File: config.mk
export PLATFORM = sky130hd
export DESIGN_NAME = sprite_table_top
export DESIGN_NICKNAME = d
export VERILOG_FILES = /design/src/sprite_pkg.sv /design/src/sprite_write_ctrl.sv /design/src/sprite_reg_bank.sv /design/src/sprite_hit_detect.sv /design/src/sprite_priority_sel.sv /design/src/sprite_table_top.sv
export SDC_FILE = /design/constraint.sdc
export NUM_CORES = 2
export LEC_CHECK = 0
export ABC_AREA = 1
export BUFFER_PORTS_ARGS = -buffer_cell sky130_fd_sc_hd__clkbuf_2
export CORE_MARGIN = 5
export CORE_UTILIZATION = 39
export CTS_CLUSTER_SIZE = 30
export DETAILED_ROUTE_END_ITERATION = 8
export PLACE_DENSITY_LB_ADDON = 0.08
export SYNTH_ARGS = -nofsm -noshare
export SYNTH_HDL_FRONTEND = slang
export SYNTH_SLANG_ARGS = --single-unit
File: constraint.sdc
create_clock -name clk -period 7.8 [get_ports clk]
set_clock_uncertainty 0.05 [all_clocks]
set_input_delay 1.17 -clock clk [delete_from_list [all_inputs] [get_ports clk]]
set_output_delay 1.17 -clock clk [all_outputs]
set_load 0.02 [all_outputs]
File: src/sprite_pkg.sv
// sprite table shared types
`default_nettype none

package sprite_pkg;

	////////////////////////////////////////////////////////////
	// widths

	localparam int COORD_W = 9; // x, y and offset
	localparam int WORD_W  = 32; // data and read words
	localparam int INDEX_W = 5; // suits 32 entries

	////////////////////////////////////////////////////////////
	// field positions inside data and read words

	localparam int OFFSET_LSB = 0;
	localparam int Y_LSB      = 9;
	localparam int X_LSB      = 18;

	// read value when no sprite covers the coordinate
	localparam logic [WORD_W-1:0] NO_HIT_WORD = 32'h0000_0001;

	typedef enum logic [1:0] {
		FIELD_OFFSET = 2'd0,
		FIELD_Y      = 2'd1,
		FIELD_X      = 2'd2 // 3 is not a field
	} field_sel_e;

	////////////////////////////////////////////////////////////
	// structs

	// msb first, so the bits line up with read word [26:0]
	typedef struct packed {
		logic [COORD_W-1:0] x; // bits 26:18
		logic [COORD_W-1:0] y; // bits 17:9
		logic [COORD_W-1:0] offset; // bits 8:0
	} sprite_attr_t;

	// screen position asked about by the display
	typedef struct packed {
		logic [COORD_W-1:0] x;
		logic [COORD_W-1:0] y;
	} check_t;

	typedef struct packed {
		logic [INDEX_W-1:0] index; // 0 is never stored
		field_sel_e         field;
		logic [WORD_W-1:0]  data; // field value sits at its lsb
	} wr_req_t;

endpackage

`default_nettype wire

File: src/sprite_write_ctrl.sv
// sprite write control
`timescale 1ns/1ns
`default_nettype none

module sprite_write_ctrl #(
	parameter int NUM_SPRITES = 32
) (
	input  wire                          clk,
	input  wire                          rst_n,
	input  wire                          write,
	input  wire sprite_pkg::wr_req_t     wr_req,
	output logic [NUM_SPRITES-1:0]       entry_we,
	output sprite_pkg::field_sel_e       wr_field,
	output logic [sprite_pkg::COORD_W-1:0] wr_value,
	output logic                         success,
	output logic                         lookup_en
);

	logic idx_ok;
	logic field_ok;
	logic accept;

	////////////////////////////////////////////////////////////
	// write decode

	assign idx_ok = (wr_req.index != '0) && (32'(wr_req.index) < NUM_SPRITES);
	assign field_ok = wr_req.field inside {sprite_pkg::FIELD_OFFSET,
		sprite_pkg::FIELD_Y, sprite_pkg::FIELD_X};
	assign accept = write && idx_ok && field_ok;

	always_comb begin
		entry_we = '0;
		if (accept) begin
			entry_we[wr_req.index] = 1'b1; // single target entry
		end
	end

	assign wr_field = wr_req.field;

	// pull the attribute out of its slot in the data word
	always_comb begin
		case (wr_req.field)
			sprite_pkg::FIELD_OFFSET: wr_value = wr_req.data[sprite_pkg::OFFSET_LSB +: sprite_pkg::COORD_W];
			sprite_pkg::FIELD_Y:      wr_value = wr_req.data[sprite_pkg::Y_LSB +: sprite_pkg::COORD_W];
			sprite_pkg::FIELD_X:      wr_value = wr_req.data[sprite_pkg::X_LSB +: sprite_pkg::COORD_W];
			default:                  wr_value = '0; // rejected anyway
		endcase
	end

	////////////////////////////////////////////////////////////
	// status

	always_ff @(posedge clk) begin
		if (!rst_n) begin
			success <= 1'b0;
		end else begin
			success <= accept; // one cycle after the update edge
		end
	end

	assign lookup_en = !write; // lookups only between writes

	a_we_onehot: assert property (@(posedge clk) disable iff (!rst_n)
		$onehot0(entry_we));

endmodule

`default_nettype wire

File: src/sprite_reg_bank.sv
// sprite attribute register bank
`timescale 1ns/1ns
`default_nettype none

module sprite_reg_bank #(
	parameter int NUM_SPRITES = 32
) (
	input  wire                                     clk,
	input  wire                                     rst_n,
	input  wire [NUM_SPRITES-1:0]                   entry_we,
	input  wire sprite_pkg::field_sel_e             wr_field,
	input  wire [sprite_pkg::COORD_W-1:0]           wr_value,
	output sprite_pkg::sprite_attr_t [NUM_SPRITES-1:0] entries,
	output logic [NUM_SPRITES-1:0]                  valid
);

	////////////////////////////////////////////////////////////
	// entry storage

	// only the addressed field moves, the other two keep their value
	always_ff @(posedge clk) begin
		if (!rst_n) begin
			entries <= '0;
			valid   <= '0; // nothing can match after reset
		end else begin
			for (int i = 0; i < NUM_SPRITES; i++) begin
				if (entry_we[i]) begin
					case (wr_field)
						sprite_pkg::FIELD_OFFSET: entries[i].offset <= wr_value;
						sprite_pkg::FIELD_Y:      entries[i].y <= wr_value;
						sprite_pkg::FIELD_X:      entries[i].x <= wr_value;
						default:                  entries[i] <= entries[i];
					endcase
					valid[i] <= 1'b1; // first write makes it live
				end
			end
		end
	end

	// index 0 is filtered out in the write decode
	a_no_entry_zero: assert property (@(posedge clk) disable iff (!rst_n)
		!$rose(valid[0]));

endmodule

`default_nettype wire

File: src/sprite_hit_detect.sv
// sprite coordinate comparators
`timescale 1ns/1ns
`default_nettype none

module sprite_hit_detect #(
	parameter int NUM_SPRITES = 32,
	parameter int SPRITE_LINE = 20
) (
	input  wire sprite_pkg::sprite_attr_t [NUM_SPRITES-1:0] entries,
	input  wire [NUM_SPRITES-1:0]                           valid,
	input  wire sprite_pkg::check_t                         check,
	output logic [NUM_SPRITES-1:0]                          hit
);

	// one extra bit so y + SPRITE_LINE - 1 cannot wrap
	localparam int Y_EXT_W = sprite_pkg::COORD_W + 1;

	logic [Y_EXT_W-1:0] chk_y;

	assign chk_y = {1'b0, check.y};

	////////////////////////////////////////////////////////////
	// per entry compare

	for (genvar i = 0; i < NUM_SPRITES; i++) begin : g_cmp
		logic [Y_EXT_W-1:0] y_top;
		logic [Y_EXT_W-1:0] y_bot;
		logic               x_eq;
		logic               y_in;

		assign y_top = {1'b0, entries[i].y};
		assign y_bot = y_top + Y_EXT_W'(SPRITE_LINE - 1); // last line covered
		assign x_eq  = (entries[i].x == check.x);
		assign y_in  = (chk_y >= y_top) && (chk_y <= y_bot);

		assign hit[i] = valid[i] && x_eq && y_in;
	end

endmodule

`default_nettype wire

File: src/sprite_priority_sel.sv
// sprite hit priority select
`timescale 1ns/1ns
`default_nettype none

module sprite_priority_sel #(
	parameter int NUM_SPRITES = 32
) (
	input  wire                                     clk,
	input  wire                                     rst_n,
	input  wire                                     lookup_en,
	input  wire [NUM_SPRITES-1:0]                   hit,
	input  wire sprite_pkg::sprite_attr_t [NUM_SPRITES-1:0] entries,
	output logic [sprite_pkg::WORD_W-1:0]           read_data
);

	logic                     found;
	sprite_pkg::sprite_attr_t sel_entry;

	////////////////////////////////////////////////////////////
	// lowest index wins

	always_comb begin
		found     = 1'b0;
		sel_entry = '0;
		for (int i = 0; i < NUM_SPRITES; i++) begin
			if (hit[i] && !found) begin
				found     = 1'b1;
				sel_entry = entries[i];
			end
		end
	end

	////////////////////////////////////////////////////////////
	// output register

	always_ff @(posedge clk) begin
		if (!rst_n) begin
			read_data <= sprite_pkg::NO_HIT_WORD;
		end else if (lookup_en && found) begin
			read_data <= sprite_pkg::WORD_W'(sel_entry); // upper bits zero
		end else begin
			read_data <= sprite_pkg::NO_HIT_WORD; // miss or write cycle
		end
	end

	// a real entry only shows up after a lookup cycle
	a_hit_needs_lookup: assert property (@(posedge clk) disable iff (!rst_n)
		(read_data != sprite_pkg::NO_HIT_WORD) |-> $past(lookup_en));

endmodule

`default_nettype wire

File: src/sprite_table_top.sv
// sprite attribute table top
`timescale 1ns/1ns
`default_nettype none

module sprite_table_top #(
	parameter int NUM_SPRITES = 32,
	parameter int SPRITE_LINE = 20
) (
	input  wire                           clk,
	input  wire                           rst_n,
	input  wire                           write,
	input  wire sprite_pkg::wr_req_t      wr_req,
	input  wire sprite_pkg::check_t       check,
	output logic [sprite_pkg::WORD_W-1:0] read_data,
	output logic                          success
);

	logic [NUM_SPRITES-1:0]                     entry_we;
	sprite_pkg::field_sel_e                     wr_field;
	logic [sprite_pkg::COORD_W-1:0]             wr_value;
	logic                                       lookup_en;
	sprite_pkg::sprite_attr_t [NUM_SPRITES-1:0] entries;
	logic [NUM_SPRITES-1:0]                     valid;
	logic [NUM_SPRITES-1:0]                     hit;

	////////////////////////////////////////////////////////////
	// control

	sprite_write_ctrl #(
		.NUM_SPRITES(NUM_SPRITES)
	) write_ctrl_i (
		.clk      (clk),
		.rst_n    (rst_n),
		.write    (write),
		.wr_req   (wr_req),
		.entry_we (entry_we),
		.wr_field (wr_field),
		.wr_value (wr_value),
		.success  (success),
		.lookup_en(lookup_en)
	);

	////////////////////////////////////////////////////////////
	// datapath

	sprite_reg_bank #(
		.NUM_SPRITES(NUM_SPRITES)
	) reg_bank_i (
		.clk     (clk),
		.rst_n   (rst_n),
		.entry_we(entry_we),
		.wr_field(wr_field),
		.wr_value(wr_value),
		.entries (entries),
		.valid   (valid)
	);

	sprite_hit_detect #(
		.NUM_SPRITES(NUM_SPRITES),
		.SPRITE_LINE(SPRITE_LINE)
	) hit_detect_i (
		.entries(entries),
		.valid  (valid),
		.check  (check),
		.hit    (hit)
	);

	sprite_priority_sel #(
		.NUM_SPRITES(NUM_SPRITES)
	) priority_sel_i (
		.clk      (clk),
		.rst_n    (rst_n),
		.lookup_en(lookup_en),
		.hit      (hit),
		.entries  (entries),
		.read_data(read_data)
	);

endmodule

`default_nettype wire

==> metrics.yaml <==
placed_design:
  place_ws_ps: -3.11
  port-buffer-count: 82
  place_congestion: 0.885
  placedInstanceArea_um2: 66100
  dp_hpwl_mm: 155
logic_synthesis:
  synth_ff_type: "dfxtp_1"
  syn_avg_cell_area_um2: 6.57
  yosysWarnings: 0
  synth_area_um2: 63200
  synthArstFlopShare_pct: 0
  synth_largest_area_cell: "dfxtp_1"
  synth_top_area_share_pct: 29.3
  ys_ff_latch: 924
  synth_edf_count: 0
  ys_types: 65
  synth_area_leaders: "dfxtp_1, ha_1, nand2_1, o21ai_0, a21oi_1"
  seq_area_frac_synth_pct: 29.3
  syn-instance-count: 9610
global_route:
  grt_max_degree: 243
  grt.total_usage_pct: 26.9
  antenna_found_initial: 9
  grt_overflow: 0
  grt_pass1_wl_mm: 357
  grt_pass1_vias: 58838
drt:
  top_layer: "met5"
  met3_length_mm: 14.6
  firstDrtPassIters: 6
  drc_errors: 0
  drt-vias-per-instance: 5.33
  wl_met1_mm: 113
  dr.first_iter.drc_count: 5101
  dr_wl_met2_mm: 103
  avgRoutedWirePerCell_um: 20.0
  drt-total-wl_mm: 236
  drtAntennaViolNets: 0
  vias: 62844
setup_path:
  crit_type: "reg -> reg"
  required_ps: 8360
  startpoint_type: "flop"
  cp-end-kind: "flop"
  crit_fanout: 12
  cp_slowest_stage_delay_ps: 470
  critPathArrivalTime_ps: 7810
  slowest_stage: "inv_1"
  path_common_cell: "nand2_1"
  cp_num_buf_inv: 5
  crit_family: "simple AND/OR/NAND/NOR gates"
sta:
  finalCritPeriodShare_pct: 92.9
  fmax_mhz: 138
  final_max_slew_viol_count: 0
  rsz0062_at_grt: "no"
  final.setup.worst_slack_ps: 550
  final.min_clock_period_ps: 7250
  slew_headroom_pct: 15.0
  final_hold_viol_count: 0
  worstMarginPinSlew_ps: 1270
  setup_viol: 0
final_layout:
  fin_nets: 10194
  area_growth_syn_to_layout_pct: 11.2
  fin_util_pct: 43.7
  fin_area_um2: 70200
  drive_gt1_share_pct: 5.74
floorplanning:
  ios: 93
  core_um2: 161000
  die_x_um: 412
  row_count: 147
  dieArea_um2: 170000
  die_h_um: 412
  start_util_pct: 39.3
cts:
  clkTransAtPathRegs_ps: 60
  htreeDepth: 3
  clockBufferDepth: 3
  numCtsBuffers: 112
  cts_tree: "built"
  clkLatencyLatePin_ps: 760
  cts_num_sinks: 924
  cts_root_buf: "clkbuf_16"
run:
  maxCapViolCount: 0
min_path:
  hold_path_class: "reg -> reg"
pwr:
  power.density_nw_per_um2: 170
  irDropWorstVdd_mv: 0.311
  cellLeakagePower_nw: 29.7
  total_power_mw: 12.0
status:
  status: "completed"
-- flip-flops by register name (all words and copies together) (netlist names) --
name / cells
reg_bank_i.entries: 864
priority_sel_i.read_data: 27
write_ctrl_i.success: 1
reg_bank_i.valid: 32
-- timing repair --
| item | 4_1_cts | 5_1_grt |
|---|---|---|
| buffers inserted | 0 | 0 |
| endpoints found under the setup margin | 0 | 4 |
| gates resized for setup | 0 | 2 |
| hold buffers | 0 | 0 |
-- power by group --
group / switching, mW / total (mW) / leakage [nW] / internal [mW]
logic: 1.01 / 1.35 / 20.3 / 0.337
clock network: 2.35 / 5.86 / 1.99 / 3.52
registers: 0.00932 / 4.74 / 7.44 / 4.73
-- logic make-up after synthesis --
| logic type | after synthesis | share of synthesized area [%] |
|---|---|---|
| buffers and inverters | 1691 | 10.2 |
| adders and majority gates | 612 | 12.1 |
| other | 1 | 0.00594 |
| AOI/OAI and AO/OA | 2495 | 21.0 |
| and+or+nand+nor | 3622 | 23.7 |
| xor gates and xnor gates | 264 | 3.66 |
| DFF | 924 | 29.3 |
| muxes | 1 | 0.0158 |
-- cell usage in the layout (no fill, tap or decap), drive strengths merged, types with 14 or more instances in the layout --
cell    instances
nand2        1756
nor2         1223
inv          1205
o21ai        1160
a21oi        1057
dfxtp         924
ha            612
xor2          237
nand3         228
clkbuf        219
buf           182
nor3          116
nand4         107
nor4           83
o211ai         64
clkinv         58
o21bai         49
o22ai          40
or2            35
xnor2          27
nand3b         27
o221ai         24
bufinv         20
and3           17
nor3b          14
-- final timing paths --
path / start / endpoint / slack, ps / cells after the start
setup / recovery: reg_bank_i.entries[9]$_SDFFE_PN0P_ / priority_sel_i.read_data[19]$_SDFF_PN0_ / 550 / 43
hold reg to reg: reg_bank_i.entries[2]$_SDFFE_PN0P_ / reg_bank_i.entries[2]$_SDFFE_PN0P_ / 380 / 2
hold / removal: reg_bank_i.entries[2]$_SDFFE_PN0P_ / reg_bank_i.entries[2]$_SDFFE_PN0P_ / 380 / 2
setup reg to reg: reg_bank_i.entries[9]$_SDFFE_PN0P_ / priority_sel_i.read_data[19]$_SDFF_PN0_ / 550 / 43
-- metrics by stage --
| stage | hold slack, ps | cells | setup TNS, ps |
|---|---|---|---|
| detailed placement | 367 | 11568 | -3.11 |
| CTS | 377 | 11778 | 0 |
| finish | 376 | 11782 | 0 |
| global route | 396 | 11778 | 0 |
| floorplan | 357 | 9614 | 0 |
| global placement | 364 | 11568 | -24.5 |
-- cell usage after synthesis (11+ instances only) --
| cell | n |
|---|---|
| a211oi_1 | 11 |
| a21oi_1 | 1057 |
| a221o_1 | 13 |
| a221oi_1 | 13 |
| a311o_1 | 13 |
| and3_1 | 17 |
| buf_1 | 34 |
| buf_2 | 22 |
| clkbuf_1 | 395 |
| clkinv_1 | 26 |
| dfxtp_1 | 924 |
| ha_1 | 612 |
| inv_1 | 1181 |
| inv_2 | 22 |
| nand2_1 | 1754 |
| nand3_1 | 226 |
| nand3b_1 | 27 |
| nand4_1 | 104 |
| nor2_1 | 1213 |
| nor3_1 | 112 |
| nor3b_1 | 14 |
| nor4_1 | 82 |
| o2111ai_1 | 12 |
| o211ai_1 | 63 |
| o21ai_0 | 1146 |
| o21ai_1 | 14 |
| o21bai_1 | 49 |
| o221ai_1 | 24 |
| o22ai_1 | 40 |
| or2_2 | 33 |
| xnor2_1 | 27 |
| xor2_1 | 237 |
-- worst min-delay path: cells and delay by family, from the launching register on --
kind / cells / cell delay (ps)
buf+inv: 1 / 30
flops: 1 / 310
simple gates: 1 / 50
-- metal layers --
metal	vias to the layer above	track usage, %
li1	31507	-
met1	29193	38.9
met2	1829	42.4
met3	313	3.22
met4	2	6.62
met5	-	0
-- cell type report --
type | instances | area [um2]
fillers | 16879 | 90500
multi-input cells | 6999 | 38400
flip-flops and latches | 924 | 18500
inverters | 1230 | 4620
clock buffers | 146 | 3160
well taps | 2160 | 2700
repair buffers | 255 | 1940
clock inverters | 64 | 907
diodes | 4 | 10.0
(Power assumes the default switching activity.)
